$ cat src/hw/pet_pkg.sv
`default_nettype none

package pet_pkg;

	// --------------------------------------------------
	// value types
	// --------------------------------------------------

	// one vital, 0..15
	typedef logic [3:0] vital_t;
	// code sent to the sprite ROM on the display side
	typedef logic [7:0] sprite_t;
	// raw keyboard scan code
	typedef logic [7:0] key_t;
	// frame count inside a timed state
	typedef logic [4:0] dwell_t;

	// game phases
	// idle step number lives in its own register
	typedef enum logic [4:0] {
		st_start,
		st_check,
		st_idle_happy,
		st_idle_sad,
		st_feed,
		st_feed_done,
		st_pet,
		st_pet_done,
		st_upset,
		st_dead
	} pet_state_t;

	// slot of each vital in the strobe vectors
	typedef enum logic [1:0] {
		vi_health,
		vi_fullness,
		vi_affection
	} vital_idx_t;

	// --------------------------------------------------
	// game constants
	// --------------------------------------------------

	localparam int NUM_VITALS = 3;

	// vital range and thresholds
	localparam vital_t VITAL_INIT = 4'd5;
	localparam vital_t VITAL_MAX = 4'd15;
	localparam vital_t HAPPY_MIN = 4'd5;
	// shared limit for fullness and affection
	localparam vital_t SATED_MAX = 4'd9;

	// timing, in frames
	localparam dwell_t DWELL_FRAMES = 5'd21;
	localparam int IDLE_STEPS = 8;

	// scan codes
	localparam key_t KEY_FEED = 8'h14;
	localparam key_t KEY_PET = 8'h1a;
	localparam key_t KEY_RESTART = 8'h16;

	// sprite codes
	localparam sprite_t SPR_NEUTRAL = 8'h00;
	localparam sprite_t SPR_SAD = 8'h01;
	localparam sprite_t SPR_IDLE_HAPPY_BASE = 8'ha0;
	localparam sprite_t SPR_IDLE_SAD_BASE = 8'hb0;
	localparam sprite_t SPR_FEED_DONE = 8'hc1;
	localparam sprite_t SPR_PET_DONE = 8'hd1;

endpackage

`default_nettype wire

$ cat src/hw/pet_fsm.sv
`timescale 1ns/1ps
`default_nettype none

// game state machine
// strobes are combinational
// the counters take them on the edge that leaves the state
module pet_fsm import pet_pkg::*; (
	input logic frame_clk,
	input logic reset,
	input key_t key,
	input logic all_healthy,
	input logic any_zero,
	input logic fullness_high,
	input logic affection_high,
	output logic [NUM_VITALS-1:0] vital_load,
	output logic [NUM_VITALS-1:0] vital_inc,
	output logic [NUM_VITALS-1:0] vital_dec,
	output sprite_t sprite,
	output pet_state_t game_state
);

	pet_state_t state, state_next;
	// idle animation step, 1..8
	logic [3:0] idle_step, step_next;
	dwell_t dwell, dwell_next;

	logic dwell_done;
	logic hit_feed, hit_pet, hit_restart;

	// --------------------------------------------------
	// key match and dwell end
	// --------------------------------------------------

	assign hit_feed = (key == KEY_FEED);
	assign hit_pet = (key == KEY_PET);
	assign hit_restart = (key == KEY_RESTART);

	// last frame of a timed state
	assign dwell_done = (dwell == DWELL_FRAMES - 5'd1);

	// --------------------------------------------------
	// next state and strobes
	// --------------------------------------------------

	always_comb begin
		state_next = state;
		step_next = idle_step;
		// untimed states keep the count at zero
		dwell_next = '0;
		vital_load = '0;
		vital_inc = '0;
		vital_dec = '0;

		unique case (state)
			st_start: begin
				vital_load = '1;
				state_next = st_check;
			end
			st_check: begin
				// happy wins, then death, else sad
				if (all_healthy)
					state_next = st_idle_happy;
				else if (any_zero)
					state_next = st_dead;
				else
					state_next = st_idle_sad;
				step_next = 4'd1;
			end
			st_idle_happy, st_idle_sad: begin
				dwell_next = dwell + 5'd1;
				if (hit_feed) begin
					state_next = st_feed;
				end else if (hit_pet) begin
					state_next = st_pet;
				end else if (dwell_done) begin
					// full pass costs one point of each vital
					if (idle_step == 4'(IDLE_STEPS)) begin
						vital_dec = '1;
						state_next = st_check;
					end else begin
						step_next = idle_step + 4'd1;
					end
				end
			end
			st_feed: begin
				// keys ignored while eating
				dwell_next = dwell + 5'd1;
				if (dwell_done) begin
					if (fullness_high) begin
						vital_dec[vi_health] = 1'b1;
						state_next = st_upset;
					end else begin
						vital_inc[vi_health] = 1'b1;
						vital_inc[vi_fullness] = 1'b1;
						state_next = st_feed_done;
					end
				end
			end
			st_pet: begin
				dwell_next = dwell + 5'd1;
				if (dwell_done) begin
					if (affection_high) begin
						vital_dec[vi_health] = 1'b1;
						state_next = st_upset;
					end else begin
						vital_inc[vi_health] = 1'b1;
						vital_inc[vi_affection] = 1'b1;
						state_next = st_pet_done;
					end
				end
			end
			st_feed_done, st_upset: begin
				// feed and pet keys interrupt as in idle
				dwell_next = dwell + 5'd1;
				if (hit_feed)
					state_next = st_feed;
				else if (hit_pet)
					state_next = st_pet;
				else if (dwell_done)
					state_next = st_check;
			end
			st_pet_done: begin
				dwell_next = dwell + 5'd1;
				if (dwell_done)
					state_next = st_check;
			end
			st_dead: begin
				// waits here until restart
				if (hit_restart)
					state_next = st_start;
			end
			default: state_next = st_start;
		endcase

		// fresh count on any state or step change
		if (state_next != state || step_next != idle_step)
			dwell_next = '0;
	end

	// --------------------------------------------------
	// registers
	// --------------------------------------------------

	always_ff @(posedge frame_clk or posedge reset) begin
		if (reset) begin
			state <= st_start;
			idle_step <= 4'd1;
			dwell <= '0;
		end else begin
			state <= state_next;
			idle_step <= step_next;
			dwell <= dwell_next;
		end
	end

	// --------------------------------------------------
	// sprite lookup
	// --------------------------------------------------

	always_comb begin
		unique case (state)
			st_idle_happy: sprite = SPR_IDLE_HAPPY_BASE + sprite_t'(idle_step);
			st_idle_sad: sprite = SPR_IDLE_SAD_BASE + sprite_t'(idle_step);
			st_feed_done: sprite = SPR_FEED_DONE;
			st_pet_done: sprite = SPR_PET_DONE;
			st_upset, st_dead: sprite = SPR_SAD;
			default: sprite = SPR_NEUTRAL;
		endcase
	end

	assign game_state = state;

	// --------------------------------------------------
	// checks
	// --------------------------------------------------

	// a counter never sees both directions in one frame
	a_inc_dec_excl: assert property (@(posedge frame_clk) disable iff (reset)
		(vital_inc & vital_dec) == '0)
		else $error("inc and dec together: %b %b", vital_inc, vital_dec);

	// dwell is cleared before it runs past one period
	a_dwell_bound: assert property (@(posedge frame_clk) disable iff (reset)
		dwell <= DWELL_FRAMES)
		else $error("dwell overran: %0d", dwell);

endmodule

`default_nettype wire

$ cat src/hw/pet_game.sv
`timescale 1ns/1ps
`default_nettype none

// virtual pet top
// fsm drives three vital counters
// monitor feeds their status back
module pet_game import pet_pkg::*; (
	input logic frame_clk,
	input logic reset,
	input key_t key,
	output sprite_t sprite,
	output pet_state_t game_state,
	output vital_t health,
	output vital_t fullness,
	output vital_t affection
);

	// per-vital strobes from the fsm
	logic [NUM_VITALS-1:0] vital_load;
	logic [NUM_VITALS-1:0] vital_inc;
	logic [NUM_VITALS-1:0] vital_dec;

	// counter values indexed by vital_idx_t
	vital_t vitals [NUM_VITALS];

	// monitor flags back to the fsm
	logic all_healthy, any_zero, fullness_high, affection_high;

	// --------------------------------------------------
	// game control
	// --------------------------------------------------

	pet_fsm u_fsm (
		.frame_clk (frame_clk),
		.reset (reset),
		.key (key),
		.all_healthy (all_healthy),
		.any_zero (any_zero),
		.fullness_high (fullness_high),
		.affection_high (affection_high),
		.vital_load (vital_load),
		.vital_inc (vital_inc),
		.vital_dec (vital_dec),
		.sprite (sprite),
		.game_state (game_state)
	);

	// --------------------------------------------------
	// vitals
	// --------------------------------------------------

	// one counter per slot
	// health first
	for (genvar i = vi_health; i <= vi_affection; i++) begin : g_vital
		vital_counter u_vital (
			.frame_clk (frame_clk),
			.reset (reset),
			.load (vital_load[i]),
			.inc (vital_inc[i]),
			.dec (vital_dec[i]),
			.value (vitals[i])
		);
	end

	assign health = vitals[vi_health];
	assign fullness = vitals[vi_fullness];
	assign affection = vitals[vi_affection];

	vitals_monitor u_monitor (
		.health (health),
		.fullness (fullness),
		.affection (affection),
		.all_healthy (all_healthy),
		.any_zero (any_zero),
		.fullness_high (fullness_high),
		.affection_high (affection_high)
	);

endmodule

`default_nettype wire

$ cat src/hw/vital_counter.sv
`timescale 1ns/1ps
`default_nettype none

// one saturating vital
// load wins over inc and dec
module vital_counter import pet_pkg::*; (
	input logic frame_clk,
	input logic reset,
	input logic load,
	input logic inc,
	input logic dec,
	output vital_t value
);

	// --------------------------------------------------
	// counter register
	// --------------------------------------------------

	always_ff @(posedge frame_clk or posedge reset) begin
		if (reset) begin
			// every vital starts at the same level
			value <= VITAL_INIT;
		end else if (load) begin
			// restart path from the fsm
			value <= VITAL_INIT;
		end else if (inc) begin
			// clamp at the top
			if (value != VITAL_MAX)
				value <= value + 4'd1;
		end else if (dec) begin
			// clamp at zero
			// death is decided elsewhere
			if (value != '0)
				value <= value - 4'd1;
		end
	end

	// --------------------------------------------------
	// checks
	// --------------------------------------------------

	// range stays inside the game limits
	a_value_range: assert property (@(posedge frame_clk) disable iff (reset)
		value <= VITAL_MAX)
		else $error("vital above VITAL_MAX: %0h", value);

endmodule

`default_nettype wire

$ cat src/hw/vitals_monitor.sv
`timescale 1ns/1ps
`default_nettype none

// game-level flags from the three vitals
// purely combinational
// read back by the fsm
module vitals_monitor import pet_pkg::*; (
	input vital_t health,
	input vital_t fullness,
	input vital_t affection,
	output logic all_healthy,
	output logic any_zero,
	output logic fullness_high,
	output logic affection_high
);

	// --------------------------------------------------
	// status flags
	// --------------------------------------------------

	// happy idle needs every vital at or above the bar
	assign all_healthy = (health >= HAPPY_MIN)
		&& (fullness >= HAPPY_MIN)
		&& (affection >= HAPPY_MIN);

	// one empty vital is enough to die
	assign any_zero = (health == '0)
		|| (fullness == '0)
		|| (affection == '0);

	// overfed means the next feed turns into upset
	assign fullness_high = fullness > SATED_MAX;

	// same limit on affection for pet
	assign affection_high = affection > SATED_MAX;

	// --------------------------------------------------
	// checks
	// --------------------------------------------------

	// check state relies on these two being exclusive
	// so the happy branch never hides a death
	always_comb begin
		a_healthy_vs_zero: assert final (!(all_healthy && any_zero))
			else $error("all_healthy and any_zero both set");
	end

endmodule

`default_nettype wire

$ cat config.mk
export PLATFORM = sky130hd
export DESIGN_NAME = pet_game
export DESIGN_NICKNAME = d
export VERILOG_FILES = /design/src/hw/pet_pkg.sv /design/src/hw/pet_fsm.sv /design/src/hw/pet_game.sv /design/src/hw/vital_counter.sv /design/src/hw/vitals_monitor.sv
export SDC_FILE = /design/constraint.sdc
export NUM_CORES = 1
export LEC_CHECK = 0
export ABC_AREA = 1
export BUFFER_PORTS_ARGS = -buffer_cell sky130_fd_sc_hd__clkbuf_2
export CORE_UTILIZATION = 30
export CTS_CLUSTER_DIAMETER = 100
export DETAILED_ROUTE_END_ITERATION = 7
export PLACE_DENSITY = 0.5
export SETUP_SLACK_MARGIN = 0.2
export SLEW_MARGIN = 20
export SYNTH_ARGS = -nofsm -noshare
export SYNTH_HDL_FRONTEND = slang
export SYNTH_SLANG_ARGS = --single-unit
$ cat constraint.sdc
create_clock -name frame_clk -period 5.5 [get_ports frame_clk]
set_clock_uncertainty 0.15 [all_clocks]
set_input_delay 0.275 -clock frame_clk [delete_from_list [all_inputs] [get_ports frame_clk]]
set_output_delay 0.275 -clock frame_clk [all_outputs]
set_load 0.03 [all_outputs]
* Word-level counts from Yosys, hierarchy flattened
Cells that the tools add are included.
** Word-level totals
- Register bits after elaboration :: 26
- Input port bits :: 10
- Output and inout port bits :: 25
- Word-level logic and storage cells :: 124
** Operators by class
- Add/subtract/negate cells :: 10
- $lt $le $gt $ge :: 5
- Equal/unequal tests :: 22
- Muxes and demuxes :: 56
- Reduce and logical (&&, ||, !) cells :: 25
** Operators with widths (number)
- $mux 4 :: 22
- $mux 5 :: 13
- $pmux 5 s8 :: 1
- $pmux 8 s5 :: 1
- $eq 8x5->1 const B :: 3
- $eq 5x3->1 const B :: 4
- $reduce_bool 3->1 :: 6
- $add 4x1->4 const B :: 4
- $add 8x4->8 const A :: 2
- $mux 3 :: 5
- $ge 4x3->1 const B :: 3
- $logic_not 4->1 :: 3
- $ne 4x4->1 const B :: 3
- $reduce_bool 4->1 :: 3
- $sub 4x1->4 const B :: 3
- $eq 5x2->1 const B :: 2
- $eq 5x4->1 const B :: 2
- $ne 3x3->1 const B :: 3
- $reduce_and 3->1 :: 3
- $gt 4x4->1 const B :: 2
- $mux 1 :: 8
- $pmux 4 s2 :: 1
- $reduce_or 7->1 :: 1
- $mux 2 :: 3
- other kinds (12) :: 17

* Logic depth before layout (Yosys ltp)
- Word-level depth :: 9
- Gate-level depth with buffers :: 17
- Mapped depth without buffers :: 17

* By module
Synthesis repeated with hierarchy kept, for this count alone.
** Second synthesis, totals
- Cell total of the unflattened synthesis :: 442
- Area, all modules :: 2688.8 um^2
** By module, submodules not included
- pet_fsm :: times used 1, cells an instance 248, area an instance 1448.9 um^2
- vital_counter :: times used 3, cells an instance 56, area an instance 377.9 um^2
- vitals_monitor :: times used 1, cells an instance 26, area an instance 106.4 um^2

* Worst setup path after synthesis
No wires, ideal clock.
- Kind :: flip-flop to flip-flop
- From :: reg u_fsm.state[1], in the netlist u_fsm.game_state[1]
- To :: reg g_vital[0].u_vital.value[3]
- Data arrival time :: 2.358 ns
- Path slack :: 2.864 ns
- Stages on the path, launching flop included :: 17
- Buffers on the path :: 1
- Cells stage by stage :: dfrtp_1 buf_2 nand3_1 nor2_1 nand2_1 nor2_4 inv_2 nand2_4 inv_1 ha_1 a21oi_1 nand2_1 xor2_1 o21ai_0 a21oi_1 nand2_1 o21ai_0
** On the way
- Cells in the longest elaborated chain, start to end :: 5
- Elaborated cells on any way between the ends :: 15
- Those cells by class :: eq/ne: 5; mux: 5; reduce/logical: 5
** Ends and longest elaborated chain
- start, declared :: line pet_fsm.sv:22 : pet_state_t state, state_next;
- start signal, assigned :: line pet_fsm.sv:146 : state <= st_start;
- start signal, assigned :: line pet_fsm.sv:150 : state <= state_next;
- $eq 5x2->1 :: line pet_fsm.sv:54 : unique case (state)
- $reduce_or 2->1 :: line pet_fsm.sv:54
- $pmux 1 s3 :: line pet_fsm.sv:54
- $reduce_bool 3->1 (no line)
- $reduce_and 3->1 (no line)
- end signal, assigned :: line vital_counter.sv:29 : value <= value + 4'd1;
- end signal, assigned :: line vital_counter.sv:34 : value <= value - 4'd1;
- end, declared :: line vital_counter.sv:12 : output vital_t value
Several ways; a longest one is shown, not always the timed one.
A chain may end at the register's enable or synchronous reset.

* Worst setup path after layout
- From :: reg u_fsm.dwell[0]
- To :: reg g_vital[0].u_vital.value[3]
** On the way
- Cells in the longest elaborated chain, start to end :: 7
- Elaborated cells on any way between the ends :: 16
- Those cells by class :: eq/ne: 2; mux: 11; reduce/logical: 3
** Ends and longest elaborated chain
- start, declared :: line pet_fsm.sv:25 : dwell_t dwell, dwell_next;
- start signal, assigned :: line pet_fsm.sv:152 : dwell <= dwell_next;
- $eq 5x5->1 (*) :: line pet_fsm.sv:39 : assign dwell_done = (dwell == DWELL_FRAMES - 5'd1);
- $mux 3 :: line pet_fsm.sv:75 : end else if (dwell_done) begin
- $mux 3 :: line pet_fsm.sv:73 : end else if (hit_pet) begin
- $mux 3 :: line pet_fsm.sv:71 : if (hit_feed) begin
- $pmux 1 s3 :: line pet_fsm.sv:54
- $reduce_bool 3->1 (no line)
- $reduce_and 3->1 (no line)
Every way passes the cells marked *; elsewhere a longest branch is shown, timed or not.

==> flow_summary.yaml <==
logic_synthesis:
  yosys_warnings: 0
  synth-main-ff-cell: "dfrtp_1"
  muxShareOfSynthArea_pct: 0
  synth_area_leaders: "dfrtp_1 22%, nand2_1 13%, dfstp_2 8.3%"
  synthAdderAreaFrac_pct: 8.40
  synth-edff-count: 0
  synth_compound_area_share_pct: 13.0
  syn_inst: 324
  syn-num-nets: 347
  synth_xor_area_share_pct: 3.18
  ys_types: 31
  yosys.area_share.simple_pct: 36.1
  yosysTopAreaCell: "dfrtp_1"
  synth_area_sq_um: 2200
  synth_top_cell_area_share_pct: 21.6
  syn_avg_cell_area_sq_um: 6.80
  ys_seq_elements: 26
  synth_common_cells: "75 x nand2_1, 44 x inv_1, 36 x nor2_1"
  ys_seq_area_share_pct: 29.9
  synth_most_common_cell: "nand2_1"
  synth_top_family_by_area: "simple AND/OR/NAND/NOR gates"
  synth_async_sr_flop_share_pct: 100
route:
  final_antenna_net_count: 0
  drc: 0
  vias_per_cell: 4.74
  drt_iter0_drc: 84
  finalWirelength_mm: 5.62
  vias: 2168
  dr.pass1.iters: 5
  wl_per_cell_um: 12.3
clock_network:
  cts_inserted_buffers: 3
  clock_sinks: 26
  tritoncts: "built"
  clk_latency_ns: 0.29
  cts_htree_levels: 1
  clock-root-buffer: "clkbuf_8"
  clockBufferDepth: 2
  clk_pin_slew_ns: 0.11
hold_path:
  hp-class: "in2reg"
  hold_path_depth: 6
pwr:
  power_density_nw_per_um2: 440
  p_leak_nw: 1.24
  p_switching_uw: 566
  comb_power_share_pct: 55.3
  switching_share_pct: 50.2
  irDropWorstVdd_mv: 0.201
  internal_power_uw: 561
  seqPwrFrac_pct: 29.5
  clockPowerShare_pct: 15.2
placed_design:
  dp_hpwl_mm: 4.36
  port_buffers: 34
  place_congestion: 0.846
  dpl_cell_area_sq_um: 2480
floorplan:
  dieArea_sq_um: 7690
  ios: 35
  fp.dieW_um: 87.7
  start_util_pct: 31.7
  row_count: 30
  die_height_um: 87.7
  core_area_sq_um: 6940
timing:
  period_minus_slack_ns: 2.79
  setup_viol_count_final: 0
  worstMarginPinSlew_ns: 0.632
  setup_tns_ns: 0
  fmax_mhz: 358
  hold_viol: 0
  finalMaxSlewViolations: 0
  rsz0062_at_grt: "false"
  slew-limit-headroom_pct: 57.9
  finalCritPeriodShare_pct: 50.8
finish:
  final_area_sq_um: 2560
  antenna_cells: 0
  area_delta_synth_final_pct: 16.4
  layout-drive-gt1-share_pct: 20.5
  nNetsFinal: 385
setup_path:
  timing.critical_path.to: "g_vital[0].u_vital.value[3]"
  crit_path_end_kind: "flip-flop"
  worstPathArrival_ns: 2.81
  r2r_slack_ns: 2.71
  r2r_cells: 17
  rr_endpoint: "g_vital[0].u_vital.value[3]"
  critPathLaunch: "u_fsm.dwell[0]"
  critPathLaunchType: "flip-flop"
  reg2reg_from: "u_fsm.dwell[0]"
  crit_type: "reg2reg"
  cp.required_ns: 5.52
  crit_fanout: 6
global_route:
  overflow: 0
  grt_pass1_wl_mm: 9.29
  grt_max_degree: 27
  antenna_found_initial: 0
  grt_usage_pct: 15.4
  grt_pass1_vias: 1960
run:
  cap_violations: 0
run_status:
  status: "finished clean"
## final cells by class
type | count | area [sq um]
tap | 96 | 120
sequential | 26 | 659
timing repair buffer | 35 | 180
clock buffer | 3 | 41.3
inverter | 51 | 194
fill | 751 | 4380
multi-input combinational | 245 | 1340
clock inverter | 1 | 30.0
## layer usage
metal	GRT usage (%)	routed length, um
met3	2.64	305
met5	0	0
met2	26.1	2600
met1	20.2	2640
met4	4.47	80
## worst max-delay path: stages (launching register included)
cell and delay [ns]:
dfrtp_1 0.41, inv_1 0.08, ha_1 0.14, nand2_1 0.07, nor2_2 0.22, nand2_1 0.12
nor2_4 0.17, inv_2 0.08, nand2_4 0.10, inv_1 0.06, ha_1 0.31, a21oi_1 0.17
nand2_1 0.08, xor2_1 0.15, o21ai_0 0.17, a21oi_1 0.06, nand2_1 0.06, o21ai_0 0.07
## worst min path at each step
stage	endpoint	slack, ns	from
floorplan	g_vital[0].u_vital.value[1]	0.16	reset
global placement	u_fsm.dwell[0]	0.40	u_fsm.dwell[0]
detailed placement	g_vital[0].u_vital.value[2]	0.41	g_vital[0].u_vital.value[2]
CTS	g_vital[2].u_vital.value[1]	0.11	reset
global route	u_fsm.game_state[1]	0.44	key[4]
finish	u_fsm.game_state[1]	0.37	key[4]
## cell usage in the layout, fill, tap and decap left out, drive strengths merged, types with 2 or more instances in the layout
| cell | n |
|---|---|
| dfrtp | 19 |
| o21ai | 36 |
| nand3b | 3 |
| xnor2 | 3 |
| ha | 10 |
| dfstp | 7 |
| o211ai | 2 |
| nand2 | 81 |
| clkbuf | 37 |
| nand3 | 31 |
| inv | 51 |
| nor2 | 46 |
| nand4 | 7 |
| nor3 | 3 |
| fa | 3 |
| xor2 | 5 |
| a21oi | 10 |
## cell families (layout without fill, tap and decap cells)
group	Yosys count	count (layout)
AO/OA/AOI/OAI	51	51
XOR/XNOR	8	8
adder cells (fa/ha/maj)	13	13
buffers and inverters	53	90
flip-flops	26	26
other	1	1
AND/OR/NAND/NOR	172	172
## state kept, by name (all words and copies together), names as in the netlist
register               cells
u_fsm.dwell                5
u_fsm.game_state           5
u_fsm.idle_step            4
g_vital.u_vital.value     12
## power by group through the flow
stage | Combinational, mW | Sequential [mW] | Clock, mW
detailed placement | 0.624 | 0.336 | 0
finish | 0.624 | 0.333 | 0.171
global placement | 0.625 | 0.340 | 0
floorplan | 0.385 | 0.415 | 0
CTS | 0.627 | 0.334 | 0.178
global route | 0.701 | 0.343 | 0.184
## metrics by stage
step	utilization [%]	hold WS, ns	power [mW]	setup WS (ns)	std cells
after floorplan	-	0.160	0.799	2.86	324
after global placement	35.8	0.400	0.965	2.80	452
after detailed placement	35.8	0.406	0.960	2.71	452
after CTS	36.8	0.106	1.14	2.68	456
after global routing	36.9	0.440	1.23	2.42	457
final	36.9	0.375	1.13	2.71	457
## timing repair
item                                   4_1_cts  5_1_grt
buffers inserted                             0        0
endpoints found under the hold margin        0       19
resized for setup                            0        0
hold buffers                                 0        1
Note: power is estimated with default switching activity, not from simulation.
